**config.mk**
```make
export PLATFORM = sky130hd
export DESIGN_NAME = fft_onboard_top
export DESIGN_NICKNAME = d
export VERILOG_FILES = /design/src/hw/fft_test_pkg.sv /design/src/hw/cycle_timer.sv /design/src/hw/fft4_burst_core.sv /design/src/hw/fft_onboard_top.sv /design/src/hw/frame_chk.sv /design/src/hw/frame_gen.sv /design/src/hw/test_ctrl_fsm.sv
export SDC_FILE = /design/constraint.sdc
export NUM_CORES = 1
export LEC_CHECK = 0
export BUFFER_PORTS_ARGS = -buffer_cell sky130_fd_sc_hd__buf_2
export CAP_MARGIN = 0
export CORE_MARGIN = 4
export CORE_UTILIZATION = 55
export DETAILED_ROUTE_END_ITERATION = 8
export GPL_ROUTABILITY_DRIVEN = 0
export PLACE_DENSITY = 0.68
export SYNTH_ARGS = -nofsm -noshare
export SYNTH_HDL_FRONTEND = slang
export SYNTH_HIERARCHICAL = 1
export SYNTH_SLANG_ARGS = --single-unit
```
**constraint.sdc**
```tcl
create_clock -name i_clk -period 8.1 [get_ports i_clk]
set_clock_uncertainty 0.15 [all_clocks]
set_input_delay 0 -clock i_clk [delete_from_list [all_inputs] [get_ports i_clk]]
set_output_delay 0 -clock i_clk [all_outputs]
set_load 0.03 [all_outputs]
```
**src/hw/fft_test_pkg.sv**
```systemverilog
// Shared widths, stream beats and the test frame rule for the FFT self-test.
// Only the 4-point unscaled natural-order transform is covered.
`default_nettype none

package fft_test_pkg;

    localparam int LOG2_FFT_LEN    = 2;
    localparam int FFT_LEN         = 4;
    localparam int INPUT_WIDTH     = 8;
    localparam int OUTPUT_WIDTH    = INPUT_WIDTH + LOG2_FFT_LEN + 1;
    localparam int TEST_FRAME_NUM  = 4;
    localparam int DEBOUNCE_CYCLES = 16;
    localparam int MAX_FFT_CYCLES  = 16;
    localparam int TIMER_WIDTH     = 5;

    typedef logic signed [INPUT_WIDTH-1:0]     sample_t;
    typedef logic signed [OUTPUT_WIDTH-1:0]    bin_t;
    typedef logic [LOG2_FFT_LEN-1:0]           bin_idx_t;
    typedef logic [$clog2(TEST_FRAME_NUM)-1:0] frame_idx_t;
    typedef logic [TIMER_WIDTH-1:0]            timer_t;

    typedef struct packed {
        sample_t re;
        sample_t im;
        logic    last;
    } xn_beat_t;

    typedef struct packed {
        bin_t     re;
        bin_t     im;
        logic     last;
        bin_idx_t bin_idx;
    } xk_beat_t;

    typedef enum logic [2:0] {
        IDLE,
        DEBOUNCE,
        REQ_FRAME,
        WAIT_ACK,
        WAIT_CHK,
        DONE
    } ctrl_state_t;

    // sample k of frame f, components wrap modulo 256.
    function automatic xn_beat_t frame_sample(input frame_idx_t f, input bin_idx_t k);
        xn_beat_t s;
        s.re   = sample_t'(f * 8'd37 + k * 8'd19);
        s.im   = sample_t'(f * 8'd11 - k * 8'd23);
        s.last = (k == bin_idx_t'(FFT_LEN - 1));
        return s;
    endfunction

endpackage

`default_nettype wire

```
**src/hw/cycle_timer.sv**
```systemverilog
// Saturating cycle counter, shared by start debounce and frame watchdog.
`timescale 1ns/1ps
`default_nettype none

module cycle_timer (
    input  wire                  i_clk,
    input  wire                  i_srstn,
    input  wire                  i_clear,
    input  wire                  i_run,
    output fft_test_pkg::timer_t o_value
);

    always_ff @(posedge i_clk or negedge i_srstn) begin
        if (!i_srstn) begin
            o_value <= '0;
        end else if (i_clear) begin
            o_value <= '0;
        end else if (i_run && (o_value != '1)) begin
            o_value <= o_value + 1'b1; // holds at all ones.
        end
    end

endmodule

`default_nettype wire

```
**src/hw/fft4_burst_core.sv**
```systemverilog
// 4-point radix-2 burst FFT, unscaled, natural order, one frame in flight.
// Bin 0 leaves 3 cycles after the last input beat; input stalls until bin 3 is out.
`timescale 1ns/1ps
`default_nettype none

module fft4_burst_core (
    input  wire                    i_clk,
    input  wire                    i_srstn,
    input  wire                    i_xn_valid,
    input  wire fft_test_pkg::xn_beat_t i_xn,
    output logic                   o_xn_ready,
    output logic                   o_xk_valid,
    output fft_test_pkg::xk_beat_t o_xk
);

    fft_test_pkg::sample_t  x_re  [fft_test_pkg::FFT_LEN];
    fft_test_pkg::sample_t  x_im  [fft_test_pkg::FFT_LEN];
    fft_test_pkg::bin_t     s1_re [fft_test_pkg::FFT_LEN]; // a+c, a-c, b+d, b-d.
    fft_test_pkg::bin_t     s1_im [fft_test_pkg::FFT_LEN];
    fft_test_pkg::bin_t     s2_re [fft_test_pkg::FFT_LEN]; // bins in natural order.
    fft_test_pkg::bin_t     s2_im [fft_test_pkg::FFT_LEN];
    fft_test_pkg::bin_idx_t in_cnt;
    fft_test_pkg::bin_idx_t out_idx;
    logic                   busy;
    logic                   s1_go;
    logic                   s2_go;
    logic                   xn_fire;
    logic                   frame_in;
    logic                   out_end;

    assign o_xn_ready = !busy;
    assign xn_fire    = i_xn_valid && o_xn_ready;
    assign frame_in   = xn_fire && (in_cnt == fft_test_pkg::bin_idx_t'(fft_test_pkg::FFT_LEN - 1));
    assign out_end    = o_xk_valid &&
                        (out_idx == fft_test_pkg::bin_idx_t'(fft_test_pkg::FFT_LEN - 1));

    always_ff @(posedge i_clk) begin
        if (xn_fire) begin
            x_re[in_cnt] <= i_xn.re;
            x_im[in_cnt] <= i_xn.im;
        end
    end

    // stage 1 works on the even half a,c and the odd half b,d.
    always_ff @(posedge i_clk) begin
        if (s1_go) begin
            s1_re[0] <= fft_test_pkg::bin_t'(x_re[0]) + fft_test_pkg::bin_t'(x_re[2]);
            s1_im[0] <= fft_test_pkg::bin_t'(x_im[0]) + fft_test_pkg::bin_t'(x_im[2]);
            s1_re[1] <= fft_test_pkg::bin_t'(x_re[0]) - fft_test_pkg::bin_t'(x_re[2]);
            s1_im[1] <= fft_test_pkg::bin_t'(x_im[0]) - fft_test_pkg::bin_t'(x_im[2]);
            s1_re[2] <= fft_test_pkg::bin_t'(x_re[1]) + fft_test_pkg::bin_t'(x_re[3]);
            s1_im[2] <= fft_test_pkg::bin_t'(x_im[1]) + fft_test_pkg::bin_t'(x_im[3]);
            s1_re[3] <= fft_test_pkg::bin_t'(x_re[1]) - fft_test_pkg::bin_t'(x_re[3]);
            s1_im[3] <= fft_test_pkg::bin_t'(x_im[1]) - fft_test_pkg::bin_t'(x_im[3]);
        end
    end

    // stage 2, -j*(b-d) is a swap of re and im with a sign flip.
    always_ff @(posedge i_clk) begin
        if (s2_go) begin
            s2_re[0] <= s1_re[0] + s1_re[2];
            s2_im[0] <= s1_im[0] + s1_im[2];
            s2_re[1] <= s1_re[1] + s1_im[3];
            s2_im[1] <= s1_im[1] - s1_re[3];
            s2_re[2] <= s1_re[0] - s1_re[2];
            s2_im[2] <= s1_im[0] - s1_im[2];
            s2_re[3] <= s1_re[1] - s1_im[3];
            s2_im[3] <= s1_im[1] + s1_re[3];
        end
    end

    always_ff @(posedge i_clk or negedge i_srstn) begin
        if (!i_srstn) begin
            in_cnt     <= '0;
            out_idx    <= '0;
            busy       <= 1'b0;
            s1_go      <= 1'b0;
            s2_go      <= 1'b0;
            o_xk_valid <= 1'b0;
        end else begin
            if (xn_fire)
                in_cnt <= in_cnt + 1'b1;
            s1_go <= frame_in;
            s2_go <= s1_go;
            if (frame_in)
                busy <= 1'b1;
            else if (out_end)
                busy <= 1'b0;
            if (s2_go)
                o_xk_valid <= 1'b1;
            else if (out_end)
                o_xk_valid <= 1'b0;
            if (o_xk_valid)
                out_idx <= out_idx + 1'b1; // back to 0 after bin 3.
        end
    end

    always_comb begin
        o_xk.re      = s2_re[out_idx];
        o_xk.im      = s2_im[out_idx];
        o_xk.last    = (out_idx == fft_test_pkg::bin_idx_t'(fft_test_pkg::FFT_LEN - 1));
        o_xk.bin_idx = out_idx;
    end

endmodule

`default_nettype wire

```
**src/hw/fft_onboard_top.sv**
```systemverilog
// Self-test harness top. i_srstn is used as is, with no synchronizer.
// o_xk_valid/o_xk mirror the FFT output stream for debug.
`timescale 1ns/1ps
`default_nettype none

module fft_onboard_top (
    input  wire                    i_clk,
    input  wire                    i_srstn,
    input  wire                    i_start_test,
    output wire                    o_err,
    output wire                    o_chk_finished,
    output wire                    o_xk_valid,
    output wire fft_test_pkg::xk_beat_t o_xk
);

    wire                         frame_req;
    wire                         frame_ack;
    wire                         chk_clear;
    wire                         frame_done;
    wire                         mismatch;
    wire                         timer_clear;
    wire                         timer_run;
    wire fft_test_pkg::timer_t   timer_value;
    wire                         xn_valid;
    wire                         xn_ready;
    wire fft_test_pkg::xn_beat_t xn;

    test_ctrl_fsm u_ctrl (
        .i_clk          (i_clk),
        .i_srstn        (i_srstn),
        .i_start_test   (i_start_test),
        .o_frame_req    (frame_req),
        .i_frame_ack    (frame_ack),
        .o_chk_clear    (chk_clear),
        .i_frame_done   (frame_done),
        .i_mismatch     (mismatch),
        .o_timer_clear  (timer_clear),
        .o_timer_run    (timer_run),
        .i_timer_value  (timer_value),
        .o_err          (o_err),
        .o_chk_finished (o_chk_finished)
    );

    cycle_timer u_timer (
        .i_clk   (i_clk),
        .i_srstn (i_srstn),
        .i_clear (timer_clear),
        .i_run   (timer_run),
        .o_value (timer_value)
    );

    frame_gen u_gen (
        .i_clk       (i_clk),
        .i_srstn     (i_srstn),
        .i_frame_req (frame_req),
        .o_frame_ack (frame_ack),
        .o_xn_valid  (xn_valid),
        .o_xn        (xn),
        .i_xn_ready  (xn_ready)
    );

    fft4_burst_core u_fft (
        .i_clk      (i_clk),
        .i_srstn    (i_srstn),
        .i_xn_valid (xn_valid),
        .i_xn       (xn),
        .o_xn_ready (xn_ready),
        .o_xk_valid (o_xk_valid),
        .o_xk       (o_xk)
    );

    frame_chk u_chk (
        .i_clk        (i_clk),
        .i_srstn      (i_srstn),
        .i_clear      (chk_clear),
        .i_xk_valid   (o_xk_valid),
        .i_xk         (o_xk),
        .o_frame_done (frame_done),
        .o_mismatch   (mismatch)
    );

endmodule

`default_nettype wire

```
**src/hw/frame_chk.sv**
```systemverilog
// Checks each bin against a direct DFT sum of the generated frame.
// Frame numbering follows the generator, so it is only cleared by reset.
`timescale 1ns/1ps
`default_nettype none

module frame_chk (
    input  wire                    i_clk,
    input  wire                    i_srstn,
    input  wire                    i_clear,
    input  wire                    i_xk_valid,
    input  wire fft_test_pkg::xk_beat_t i_xk,
    output logic                   o_frame_done,
    output logic                   o_mismatch
);

    fft_test_pkg::frame_idx_t frame_num;
    fft_test_pkg::bin_idx_t   exp_idx;
    fft_test_pkg::bin_idx_t   rot;
    fft_test_pkg::xn_beat_t   xs;
    fft_test_pkg::bin_t       ref_re;
    fft_test_pkg::bin_t       ref_im;
    logic                     exp_last;
    logic                     bad_bin;

    // X[k] = sum of x[n] * (-j)^(n*k), exponent taken modulo 4.
    always_comb begin
        ref_re = '0;
        ref_im = '0;
        xs     = '0;
        rot    = '0;
        for (int n = 0; n < fft_test_pkg::FFT_LEN; n++) begin
            xs  = fft_test_pkg::frame_sample(frame_num, fft_test_pkg::bin_idx_t'(n));
            rot = fft_test_pkg::bin_idx_t'(n) * exp_idx;
            case (rot)
                2'd0: begin
                    ref_re = ref_re + xs.re;
                    ref_im = ref_im + xs.im;
                end
                2'd1: begin
                    ref_re = ref_re + xs.im;
                    ref_im = ref_im - xs.re;
                end
                2'd2: begin
                    ref_re = ref_re - xs.re;
                    ref_im = ref_im - xs.im;
                end
                default: begin
                    ref_re = ref_re - xs.im;
                    ref_im = ref_im + xs.re;
                end
            endcase
        end
    end

    assign exp_last = (exp_idx == fft_test_pkg::bin_idx_t'(fft_test_pkg::FFT_LEN - 1));
    assign bad_bin  = (i_xk.re != ref_re) || (i_xk.im != ref_im) ||
                      (i_xk.bin_idx != exp_idx) || (i_xk.last != exp_last);

    always_ff @(posedge i_clk or negedge i_srstn) begin
        if (!i_srstn) begin
            frame_num    <= '0;
            exp_idx      <= '0;
            o_frame_done <= 1'b0;
            o_mismatch   <= 1'b0;
        end else begin
            o_frame_done <= i_xk_valid && exp_last;
            o_mismatch   <= i_xk_valid && bad_bin;
            if (i_clear) begin
                exp_idx <= '0; // realign after an aborted frame.
            end else if (i_xk_valid) begin
                exp_idx <= exp_idx + 1'b1;
                if (exp_last)
                    frame_num <= frame_num + 1'b1;
            end
        end
    end

endmodule

`default_nettype wire

```
**src/hw/frame_gen.sv**
```systemverilog
// Test frame source. Frame number runs on modulo 4 across runs and is never
// cleared except by reset.
`timescale 1ns/1ps
`default_nettype none

module frame_gen (
    input  wire                    i_clk,
    input  wire                    i_srstn,
    input  wire                    i_frame_req,
    output logic                   o_frame_ack,
    output logic                   o_xn_valid,
    output fft_test_pkg::xn_beat_t o_xn,
    input  wire                    i_xn_ready
);

    fft_test_pkg::frame_idx_t frame_num;
    fft_test_pkg::bin_idx_t   sample_idx;
    logic                     busy;
    logic                     xn_fire;

    assign xn_fire    = busy && i_xn_ready;
    assign o_xn_valid = busy;
    assign o_xn       = fft_test_pkg::frame_sample(frame_num, sample_idx); // steady while stalled.

    always_ff @(posedge i_clk or negedge i_srstn) begin
        if (!i_srstn) begin
            busy        <= 1'b0;
            o_frame_ack <= 1'b0;
            frame_num   <= '0;
            sample_idx  <= '0;
        end else begin
            if (i_frame_req && !busy && !o_frame_ack) begin
                busy <= 1'b1;
            end else if (xn_fire) begin
                sample_idx <= sample_idx + 1'b1; // wraps to 0 after last beat.
                if (o_xn.last) begin
                    busy        <= 1'b0;
                    o_frame_ack <= 1'b1;
                    frame_num   <= frame_num + 1'b1;
                end
            end
            if (o_frame_ack && !i_frame_req)
                o_frame_ack <= 1'b0;
        end
    end

endmodule

`default_nettype wire

```
**src/hw/test_ctrl_fsm.sv**
```systemverilog
// Run sequencer: debounced start, four-phase frame requests, latency watchdog.
// o_err is sticky until the next run starts. A press during a run is ignored.
`timescale 1ns/1ps
`default_nettype none

module test_ctrl_fsm (
    input  wire                  i_clk,
    input  wire                  i_srstn,
    input  wire                  i_start_test,
    output logic                 o_frame_req,
    input  wire                  i_frame_ack,
    output logic                 o_chk_clear,
    input  wire                  i_frame_done,
    input  wire                  i_mismatch,
    output logic                 o_timer_clear,
    output logic                 o_timer_run,
    input  wire fft_test_pkg::timer_t i_timer_value,
    output logic                 o_err,
    output logic                 o_chk_finished
);

    fft_test_pkg::ctrl_state_t state;
    fft_test_pkg::ctrl_state_t state_nxt;
    fft_test_pkg::frame_idx_t  frame_cnt;
    logic                      start_prev;
    logic                      err_lck;
    logic                      start_run;
    logic                      wd_expired;
    logic                      last_frame;

    // rise cycle and DEBOUNCE entry cycle are already counted as high.
    assign start_run  = (state == fft_test_pkg::DEBOUNCE) && i_start_test &&
                        (i_timer_value ==
                         fft_test_pkg::timer_t'(fft_test_pkg::DEBOUNCE_CYCLES - 2));
    assign wd_expired = (state == fft_test_pkg::WAIT_CHK) &&
                        (i_timer_value >= fft_test_pkg::timer_t'(fft_test_pkg::MAX_FFT_CYCLES));
    assign last_frame = (frame_cnt == fft_test_pkg::frame_idx_t'(fft_test_pkg::TEST_FRAME_NUM - 1));

    always_comb begin
        state_nxt = state;
        case (state)
            fft_test_pkg::IDLE: begin
                if (i_start_test && !start_prev)
                    state_nxt = fft_test_pkg::DEBOUNCE;
            end
            fft_test_pkg::DEBOUNCE: begin
                if (!i_start_test)
                    state_nxt = fft_test_pkg::IDLE; // glitch, back to waiting.
                else if (start_run)
                    state_nxt = fft_test_pkg::REQ_FRAME;
            end
            fft_test_pkg::REQ_FRAME: begin
                if (!i_frame_ack)
                    state_nxt = fft_test_pkg::WAIT_ACK;
            end
            fft_test_pkg::WAIT_ACK: begin
                if (i_frame_ack)
                    state_nxt = fft_test_pkg::WAIT_CHK;
            end
            fft_test_pkg::WAIT_CHK: begin
                if (wd_expired || (i_frame_done && last_frame))
                    state_nxt = fft_test_pkg::DONE;
                else if (i_frame_done)
                    state_nxt = fft_test_pkg::REQ_FRAME;
            end
            default: state_nxt = fft_test_pkg::IDLE;
        endcase
    end

    always_ff @(posedge i_clk or negedge i_srstn) begin
        if (!i_srstn) begin
            state      <= fft_test_pkg::IDLE;
            start_prev <= 1'b1; // start held through reset is no press.
            frame_cnt  <= '0;
            err_lck    <= 1'b0;
        end else begin
            state      <= state_nxt;
            start_prev <= i_start_test;
            if (start_run)
                frame_cnt <= '0;
            else if ((state == fft_test_pkg::WAIT_CHK) && i_frame_done)
                frame_cnt <= frame_cnt + 1'b1;
            if (start_run)
                err_lck <= 1'b0;
            else if (i_mismatch || wd_expired)
                err_lck <= 1'b1;
        end
    end

    assign o_frame_req    = (state == fft_test_pkg::WAIT_ACK);
    assign o_chk_clear    = start_run;
    assign o_timer_clear  = (state == fft_test_pkg::IDLE) || (state == fft_test_pkg::REQ_FRAME);
    assign o_timer_run    = ((state == fft_test_pkg::DEBOUNCE) && i_start_test) ||
                            (state == fft_test_pkg::WAIT_ACK) || (state == fft_test_pkg::WAIT_CHK);
    assign o_err          = err_lck;
    assign o_chk_finished = (state == fft_test_pkg::IDLE) || (state == fft_test_pkg::DEBOUNCE) ||
                            (state == fft_test_pkg::DONE);

endmodule

`default_nettype wire

```
# Word level (Yosys, flattened, before mapping)
# Memory sizes are Yosys's and may differ from the RTL's.
# Index checks and enable logic that the tools add are counted.
[word_totals] ff_bits=32 mem_bits_ro=0 memories=6 in_bits=3 wordCells=203 latchBits=0 ramBits=240 out_inout_bits=28
[memory_table] name="u_fft.s1_im" depth=4 width=11 rd=4 rd_ports_with_merged_regs=0 write_ports=4 line="fft4_burst_core.sv:19" text="fft_test_pkg::bin_t s1_im [fft_test_pkg::FFT_LEN];"
[memory_table] name="u_fft.s1_re" depth=4 width=11 rd=4 rd_ports_with_merged_regs=0 write_ports=4 line="fft4_burst_core.sv:18" text="fft_test_pkg::bin_t s1_re [fft_test_pkg::FFT_LEN];"
[memory_table] name="u_fft.s2_im" depth=4 width=11 rd=1 rd_ports_with_merged_regs=0 write_ports=4 line="fft4_burst_core.sv:21" text="fft_test_pkg::bin_t s2_im [fft_test_pkg::FFT_LEN];"
[memory_table] name="u_fft.s2_re" depth=4 width=11 rd=1 rd_ports_with_merged_regs=0 write_ports=4 line="fft4_burst_core.sv:20" text="fft_test_pkg::bin_t s2_re [fft_test_pkg::FFT_LEN];"
[memory_table] name="u_fft.x_im" depth=4 width=8 rd=4 rd_ports_with_merged_regs=0 write_ports=1 line="fft4_burst_core.sv:17" text="fft_test_pkg::sample_t x_im [fft_test_pkg::FFT_LEN];"
[memory_table] name="u_fft.x_re" depth=4 width=8 rd=4 rd_ports_with_merged_regs=0 write_ports=1 line="fft4_burst_core.sv:16" text="fft_test_pkg::sample_t x_re [fft_test_pkg::FFT_LEN];"
[op_classes] n_mux=38 multipliers=7 div_mod_pow=0 order_cmp=1 addsub=54 n_eq_ne=26 n_shift=0 n_reduce_logical=50 bitwise=2
[ops] cell="$pmux W11 S3" n=4
[ops] cell="$add A11 B8 Y11" n=6
[ops] cell="$sub A11 B8 Y11" n=5
[ops] cell="$add A8 B8 Y9" n=5
[ops] cell="$sub A8 B8 Y9" n=5
[ops] cell="$add A11 B11 Y11" n=4
[ops] cell="$pmux W11 S2" n=2
[ops] cell="$sub A11 B11 Y11" n=4
[ops] cell="$ne A11 B11 Y1" n=2
[ops] cell="$sub A11 B7 Y11" n=2
[ops] cell="$mux W3" n=7
[ops] cell="$reduce_bool A2 Y1" n=10
[ops] cell="$mux W1" n=18
[ops] cell="$add A8 B6 Y8 const B" n=2
[ops] cell="$mul A2 B6 Y8 const B" n=2
[ops] cell="$logic_and A1 B1 Y1" n=15
[ops] cell="$pmux W3 S5" n=1
[ops] cell="$add A2 B1 Y2 const B" n=7
[ops] cell="$eq A2 B2 Y1 const B" n=7
[ops] cell="$mul A2 B5 Y7 const B" n=2
[ops] cell="$mul A2 B4 Y6 const B" n=2
[ops] cell="$add A11 B7 Y11" n=1
[ops] cell="$logic_or A1 B1 Y1" n=10
[ops] cell="$mux W5" n=2
[ops] cell="other kinds (35)" n=53

# Depth between registers and ports, before layout
# Gate-level depths: netlist of run 1.
[depth] depth_word=13 mapped_depth=28 depth_no_buf=26

# Hierarchy
# Netlist of run 1, hierarchy kept.
[by_module_without_submodules] module="fft4_burst_core" cells_each=1111 seq_area_each_um2=6686.4 n_inst=1 area_per_inst_um2=13375.3
[by_module_without_submodules] module="frame_chk" cells_each=555 seq_area_each_um2=150.1 n_inst=1 area_per_inst_um2=4050.1
[by_module_without_submodules] module="frame_gen" cells_each=94 seq_area_each_um2=150.1 n_inst=1 area_per_inst_um2=928.4
[by_module_without_submodules] module="test_ctrl_fsm" cells_each=48 seq_area_each_um2=176.4 n_inst=1 area_per_inst_um2=436.7
[by_module_without_submodules] module="cycle_timer" cells_each=23 seq_area_each_um2=125.1 n_inst=1 area_per_inst_um2=249.0

# Worst setup path before layout of run 1
# No wires, ideal clock.
[synth_path] path_kind="register -> register" from="reg u_chk.exp_idx[0]" to="reg u_chk.o_mismatch" setup_ns=0.137 n_path_buf=3 path_stages_with_launch=27 arrival_time_ns=5.552 slack_ns=2.261 required_ns=7.813 synth_period_minus_slack_ns=5.839 cell_sequence="dfrtp_1 > buf_2 > inv_2 > ha_1 > clkbuf_1 > clkbuf_1 > o21ai_0 > a22o_1 > ha_1 > a21o_1 > a21o_1 > a21oi_1 > nor2_1 > a21o_1 > a21oi_1 > xnor2_1 > ha_1 > a2111o_1 > o221ai_1 > xnor2_1 > ha_1 > a21o_1 > a2111oi_0 > nand4_1 > nor4_1 > and4b_1 > a41oi_2"
[synth_via] elab_chain_len=11 elab_cells_between_ends=37 classes_between="14 x add/sub; 1 x mul; 9 x eq/ne; 6 x mux; 7 x reduce/logical"
[synth_lines] item="from (decl)" line="frame_chk.sv:17" text="fft_test_pkg::bin_idx_t exp_idx;"
[synth_lines] item="from (signal assigned)" line="frame_chk.sv:71" text="exp_idx <= exp_idx + 1'b1;"
[synth_lines] item="$eq A2 B2 Y1, or another cell as far along" line="frame_chk.sv:34" text="case (rot)"
[synth_lines] item="$pmux W11 S3" line="frame_chk.sv:34"
[synth_lines] item="$sub A11 B7 Y11, or another cell as far along" line="frame_chk.sv:48" text="ref_re = ref_re - xs.im;"
[synth_lines] item="$pmux W11 S2" line="frame_chk.sv:34"
[synth_lines] item="$sub A11 B8 Y11, or another cell as far along" line="frame_chk.sv:48"
[synth_lines] item="$pmux W11 S3" line="frame_chk.sv:34"
[synth_lines] item="$ne A11 B11 Y1" line="frame_chk.sv:56" text="assign bad_bin = (i_xk.re != ref_re) || (i_xk.im != ref_im) ||"
[synth_lines] item="$logic_or A1 B1 Y1 (2 in a row)" line="frame_chk.sv:56"
[synth_lines] item="$logic_or A1 B1 Y1 (*)" line="frame_chk.sv:57" text="(i_xk.bin_idx != exp_idx) || (i_xk.last != exp_last);"
[synth_lines] item="$logic_and A1 B1 Y1 (*)" line="frame_chk.sv:67" text="o_mismatch <= i_xk_valid && bad_bin;"
[synth_lines] item="to (signal assigned)" line="frame_chk.sv:67"
[synth_lines] item="to (decl)" line="frame_chk.sv:13" text="output logic o_mismatch"
# Mark *: on every way between the ends. The rest lies on a longest branch, timed or not.
# A chain may end at the register's enable or synchronous reset.

==> metrics.txt, run 1 <==
Post-synth EDFFs 216; Routed Antenna Nets 0; Mapped Avg Cell Area 10.4 um2; Worst setup SP type flop; Worst Tran Pin Value 0.949 ns; fin crit share 0.843; max-slew violations 0; port buffer count 30; clk sink count 248; routed wire length 40900 um; Die Width 194 um; Crit Path Max Fanout 23; DRC violations left 0; per-cell routed wire length 17.7 um; pin count of the biggest net entering global routing 71; CTS H-Tree Depth 1; row cnt 67; Hold Path Class in -> async; Critical Path AT 7.06 ns; fmax 0.147 GHz; Slew HR 0.363; unrepaired setup endpoints after global routing false; Iter 0 DRT Violations 967; fraction of the yosys area taken by sequential cells 0.383; flops & latches, synth 248; Max clock buf depth 3; post-synthesis cell type count 96; Die ar. 0.0377 mm2; outcome finished with violations; routed via count 13141; CTS tree yes; Via-to-Cell Ratio 5.69; reg-to-reg startpoint u_chk/frame_num[0]$_DFFE_PN0P_; core area 0.0339 mm2; Top FF cell, synth edfxtp_1; Syn Nets 2097; layout cell share with drive strength beyond 1 0.0785; max incr delay on CP 0.91 ns; Initial Utilization 0.562; IO Pins 31; synthesized area 0.0190 mm2; antenna violations before repair 0; vias in the first global route 12969; failing checks negative hold slack; TNS Setup 0 ns; dpl hpwl 32200 um; worst hold-check slack -0.0223 ns; final worst slack 1.27 ns; WS Path Type reg -> reg; Ys Warns 6; slowest CP cell dfrtp_1; Place WS 1.40 ns; gr ovfl total 0; Data required, critical path 8.34 ns; # diodes 0; multi-input logic area 0.0107 mm2; Post-synth ARST share 0.129; chip height 194 um; final critical-path required period 6.83 ns; Worst setup startpoint u_chk/frame_num[0]$_DFFE_PN0P_; Final Hold Vio Count 10; Worst-path clk slew 0.06 ns; Clock Latency Late Sink 0.53 ns; post_cts resized 0; most frequent cells in the layout 233 x ha_1, 216 x edfxtp_1, 192 x inv_1, 154 x nor2_1, 131 x xnor2_1; setup violators final 0; first-pass GRT wire length 66200 um; GRT Util Overall 0.212; most common cell after layout, fill and taps aside ha_1; CP endpoint kind flop; Num CTS Buffers 28; Syn Inst Count 1831; Root Buffer clkbuf_16; Storage cell area 0.00729 mm2; Max-cap violations 0; fill cell count 2774; nets@finish 2105; Critical Path, Cell by Cell inv_1 > ha_1 > buf_4 > nor2_1 > o21ai_0 > a22o_1 > fa_1 > ha_1 > nor2b_1 > o21ai_0 > a21boi_0 > o21ai_0 > a21boi_0 > o21a_1 > o21a_1 > o31ai_1 > ha_1 > xnor2_1 > o31ai_1 > a2111oi_0 > nand4_1 > nor4_1 > and4b_1 > a41oi_2; drt first pass iters 5; Synth-to-Final Area Change 7.59%
final timing paths:
path / endpoint / slack (ns) / depth (start not counted)
hold / removal: u_gen/o_xn_valid$_DFFE_PN0P_ / -0.02 / 2
max in group asynchronous: u_fft/s2_go$_DFF_PN0_ / 7.13 / 2
hold reg to reg: u_ctrl/o_err$_DFFE_PN0P_ / 0.35 / 2
setup / recovery: u_chk/o_mismatch$_DFF_PN0_ / 1.27 / 24
setup reg to reg: u_chk/o_mismatch$_DFF_PN0_ / 1.27 / 24
min in group i_clk: u_ctrl/o_err$_DFFE_PN0P_ / 0.35 / 2
area by class of cell:
class | count | share of cell area
repair buffers | 44 | 0.0128
clock inverters | 18 | 0.00880
clock buffers | 34 | 0.0368
multi-input cells | 1324 | 0.523
well taps | 448 | 0.0274
inverters | 193 | 0.0354
flip-flops and latches | 248 | 0.356
per-stage QoR:
step                 util  std cells  hold WS, ns  instance area, um2
floorplan               -       1831       -0.446               19000
global placement    0.576       2254     -0.00403               19500
detailed placement  0.576       2254     -0.00355               19500
CTS                 0.605       2309      0.00358               20500
global route        0.605       2309       0.0460               20500
finish              0.605       2309      -0.0223               20500
what timing repair did:
item,4_1_cts,5_1_grt
hold buffers,3,0
setup buffers,0,0
hold endpoints to repair,41,0
synth_stat cells (9+ instances only):
| cell type | instances | share of area |
|---|---|---|
| ha_1 | 233 | 0.15 |
| edfxtp_1 | 216 | 0.34 |
| inv_1 | 192 | 0.038 |
| nor2_1 | 154 | 0.030 |
| xnor2_1 | 131 | 0.060 |
| a21oi_1 | 104 | 0.027 |
| o21ai_0 | 80 | 0.021 |
| nand2_1 | 79 | 0.016 |
| xor2_1 | 53 | 0.024 |
| nor2b_1 | 42 | 0.014 |
| o21a_1 | 36 | 0.014 |
| nand2b_1 | 34 | 0.011 |
| clkbuf_1 | 31 | 0.0061 |
| dfrtp_1 | 31 | 0.041 |
| nor3_1 | 31 | 0.0081 |
| fa_1 | 30 | 0.032 |
| a31oi_1 | 22 | 0.0072 |
| mux4_2 | 20 | 0.024 |
| buf_2 | 19 | 0.0050 |
| nand3_1 | 19 | 0.0050 |
| a21o_1 | 16 | 0.0063 |
| o21bai_1 | 15 | 0.0059 |
| and2_1 | 10 | 0.0033 |
| nor3b_1 | 10 | 0.0039 |
| mux2i_1 | 9 | 0.0047 |
| o311ai_0 | 9 | 0.0041 |
| o31ai_1 | 9 | 0.0035 |
| o41ai_1 | 9 | 0.0041 |
| or3_1 | 9 | 0.0030 |
registers in the layout (all words and copies together) (netlist names), 2 cells and up:
name,count
u_ctrl/state,3
u_gen/sample_idx,2
u_chk/frame_num,2
u_timer/o_value,5
u_fft/s1_re,34
u_fft/in_cnt,2
u_chk/exp_idx,2
u_fft/x_im,32
u_fft/s2_im,42
u_fft/x_re,32
u_fft/out_idx,2
u_fft/s1_im,34
u_gen/frame_num,2
u_ctrl/frame_cnt,2
u_fft/s2_re,42
metal layers:
metal | global-route usage | wire length (um) | vias up
met1 | 0.277 | 17600 | 6229
met5 | 0 | 0 | -
li1 | - | - | 6495
met3 | 0.0240 | 1720 | 98
met4 | 0.0766 | 1690 | 0
met2 | 0.366 | 19800 | 319
critical path, delay by kind of cell, from the launching register on:
kind                       cells  cell delay (ns)
AOI/OAI and AO/OA             12             2.40
xor gates and xnor gates       1             0.28
adders and majority gates      4             1.49
buffers and inverters          2             0.71
DFF                            1             0.91
and+or+nand+nor                5             0.75
cell families after synthesis:
logic type	Yosys count	share of synthesized area
simple gates	442	0.116
compound gates	397	0.142
fa+ha+maj	264	0.185
buf+inv	259	0.0547
flops	248	0.383
xor+xnor	187	0.0879
mux	34	0.0315
Power of run 1 is not shown: default switching activity piles up to over one toggle a cycle in this logic, so the estimate is an artifact.
==> run 2: changes to the inputs <==
clock period = 6.5 ns   (was 8.1 ns; I/O delays follow)
==> run 2 against run 1 <==
Net effect: critical endpoint unchanged; cell count up 0.52%; register-to-register slack worse by 0.79 ns; final area up 0.68%; via count up 0.29%; clock-buffer cell count up 2; highest routed layer unchanged; maximum frequency up 13%; the flow now finishes without violations.
==> metrics.txt, run 2 (synthesized netlist as in run 1, its figures left out) <==
outcome finished clean; Clock Latency Late Sink 0.54 ns; dpl hpwl 32700 um; routed wire length 41500 um; Die ar. 0.0377 mm2; Slew HR 0.264; Util after Layout 0.609; Hold Path Class reg -> reg; fin crit share 0.926; final critical-path required period 6.02 ns; CTS tree yes; IO Pins 31; Routed Antenna Nets 0; Worst Tran Pin Value 1.10 ns; Critical Path, Cell by Cell inv_2 > ha_1 > nor4_1 > nor2_1 > ha_1 > inv_1 > fa_1 > ha_1 > nor2b_1 > o21ai_0 > a21boi_0 > o21ai_0 > a21boi_0 > o21a_1 > o21a_1 > o31ai_1 > ha_1 > xnor2_1 > o31ai_1 > a2111oi_0 > nand4_1 > nor4_1 > and4b_1 > a41oi_2; row cnt 67; met2 wire len 20100 um; first-pass GRT wire length 66600 um; Num CTS Buffers 28; Worst-path clk slew 0.06 ns; Max Used Layer met4; drt first pass iters 9; setup bufs post-CTS 0; vias in the first global route 12942; GRT Util Overall 0.215; core area 0.0339 mm2; port buffer count 30; most common cell after layout, fill and taps aside ha_1; routed via count 13179; Root Buffer clkbuf_16; Critical Path AT 6.26 ns; biggest regs u_fft/s2_im: 42 flops, u_fft/s2_re: 42 flops; Via-to-Cell Ratio 5.68; slowest CP cell dfrtp_2; layout cell share with drive strength beyond 1 0.0844; WS Path Type reg -> reg; Max-cap violations 0; Synth-to-Final Area Change 8.32%; nets@finish 2117; Die Width 194 um; most frequent cells in the layout 232 x ha_1, 216 x edfxtp_1, 192 x inv_1, 154 x nor2_1, 131 x xnor2_1; Max clock buf depth 3; fill cell count 2788; Crit path top cell by count ha_1; WL met3 1890 um; CP endpoint kind flop; max incr delay on CP 0.48 ns; antenna violations before repair 0; per-cell routed wire length 17.9 um; chip height 194 um; Worst setup SP type flop; gr ovfl total 0; CTS H-Tree Depth 1; unrepaired setup endpoints after global routing false; Final Hold Vio Count 0; Iter 0 DRT Violations 1068; pin count of the biggest net entering global routing 73; M1 wire length 17700 um; # diodes 0; clk sink count 248; DRC violations left 0; max-slew violations 0; Data required, critical path 6.74 ns; Initial Utilization 0.562; TNS Setup 0 ns; Crit Path Max Fanout 12; setup violators final 0; fmax 0.166 GHz
[run 2: changes by cell type in the layout (fill, tap and decap cells not counted), moves of 2 or more]
cell	delta
dlygate4sd3_1	+2
inv_6	-3
buf_4	+10
clkbuf_8	+3
[run 2: critical path: cells and delay by family, from the launching register on]
kind / cells / cell delay [ns]
compound gates: 10 / 2.01
xor+xnor: 1 / 0.29
fa+ha+maj: 5 / 1.54
buf+inv: 2 / 0.24
flops: 1 / 0.48
simple gates: 6 / 1.18
[run 2: final cells by class]
type	instances	area (um2)	area share
clock inverters	16	183	0.00886
inverters	193	724	0.0351
well taps	448	561	0.0272
repair buffers	56	358	0.0174
clock buffers	36	792	0.0384
flip-flops and latches	248	7290	0.354
multi-input cells	1324	10700	0.519
[run 2: metal layers]
metal | up-vias | track usage
li1 | 6533 | -
met1 | 6211 | 0.282
met2 | 344 | 0.369
met3 | 91 | 0.0228
met4 | 0 | 0.0826
met5 | - | 0
[run 2: repair_timing]
action / 4_1_cts / 5_1_grt
setup endpoints to repair: 0 / 1
hold endpoints to repair: 40 / 0
resized for setup: 0 / 2
hold buffers: 5 / 0
[run 2: worst paths after layout]
check,from,to,slack (ns),cells after the start
max,u_chk/exp_idx[0]$_DFFE_PN0P_,u_chk/o_mismatch$_DFF_PN0_,0.48,24
min,u_ctrl/o_err$_DFFE_PN0P_,u_ctrl/o_err$_DFFE_PN0P_,0.35,2
max reg2reg,u_chk/exp_idx[0]$_DFFE_PN0P_,u_chk/o_mismatch$_DFF_PN0_,0.48,24
min reg2reg,u_ctrl/o_err$_DFFE_PN0P_,u_ctrl/o_err$_DFFE_PN0P_,0.35,2
max in group asynchronous,i_srstn,u_fft/s1_go$_DFF_PN0_,4.48,4
min in group asynchronous,i_srstn,u_gen/sample_idx[1]$_DFFE_PN0P_,0.47,3
[run 2: metrics by stage]
stage | area, um2 | instances | hold slack (ns) | setup WS, ns
2_1_floorplan | 19000 | 1831 | -0.446 | 0.661
3_3_place_gp | 19600 | 2264 | -0.00512 | 0.626
3_5_place_dp | 19600 | 2264 | -0.00659 | 0.442
4_1_cts | 20600 | 2321 | 0.358 | 0.422
5_1_grt | 20600 | 2321 | 0.395 | 0.0635
6_report | 20600 | 2321 | 0.346 | 0.481
Power of run 2 is left out for the same reason.
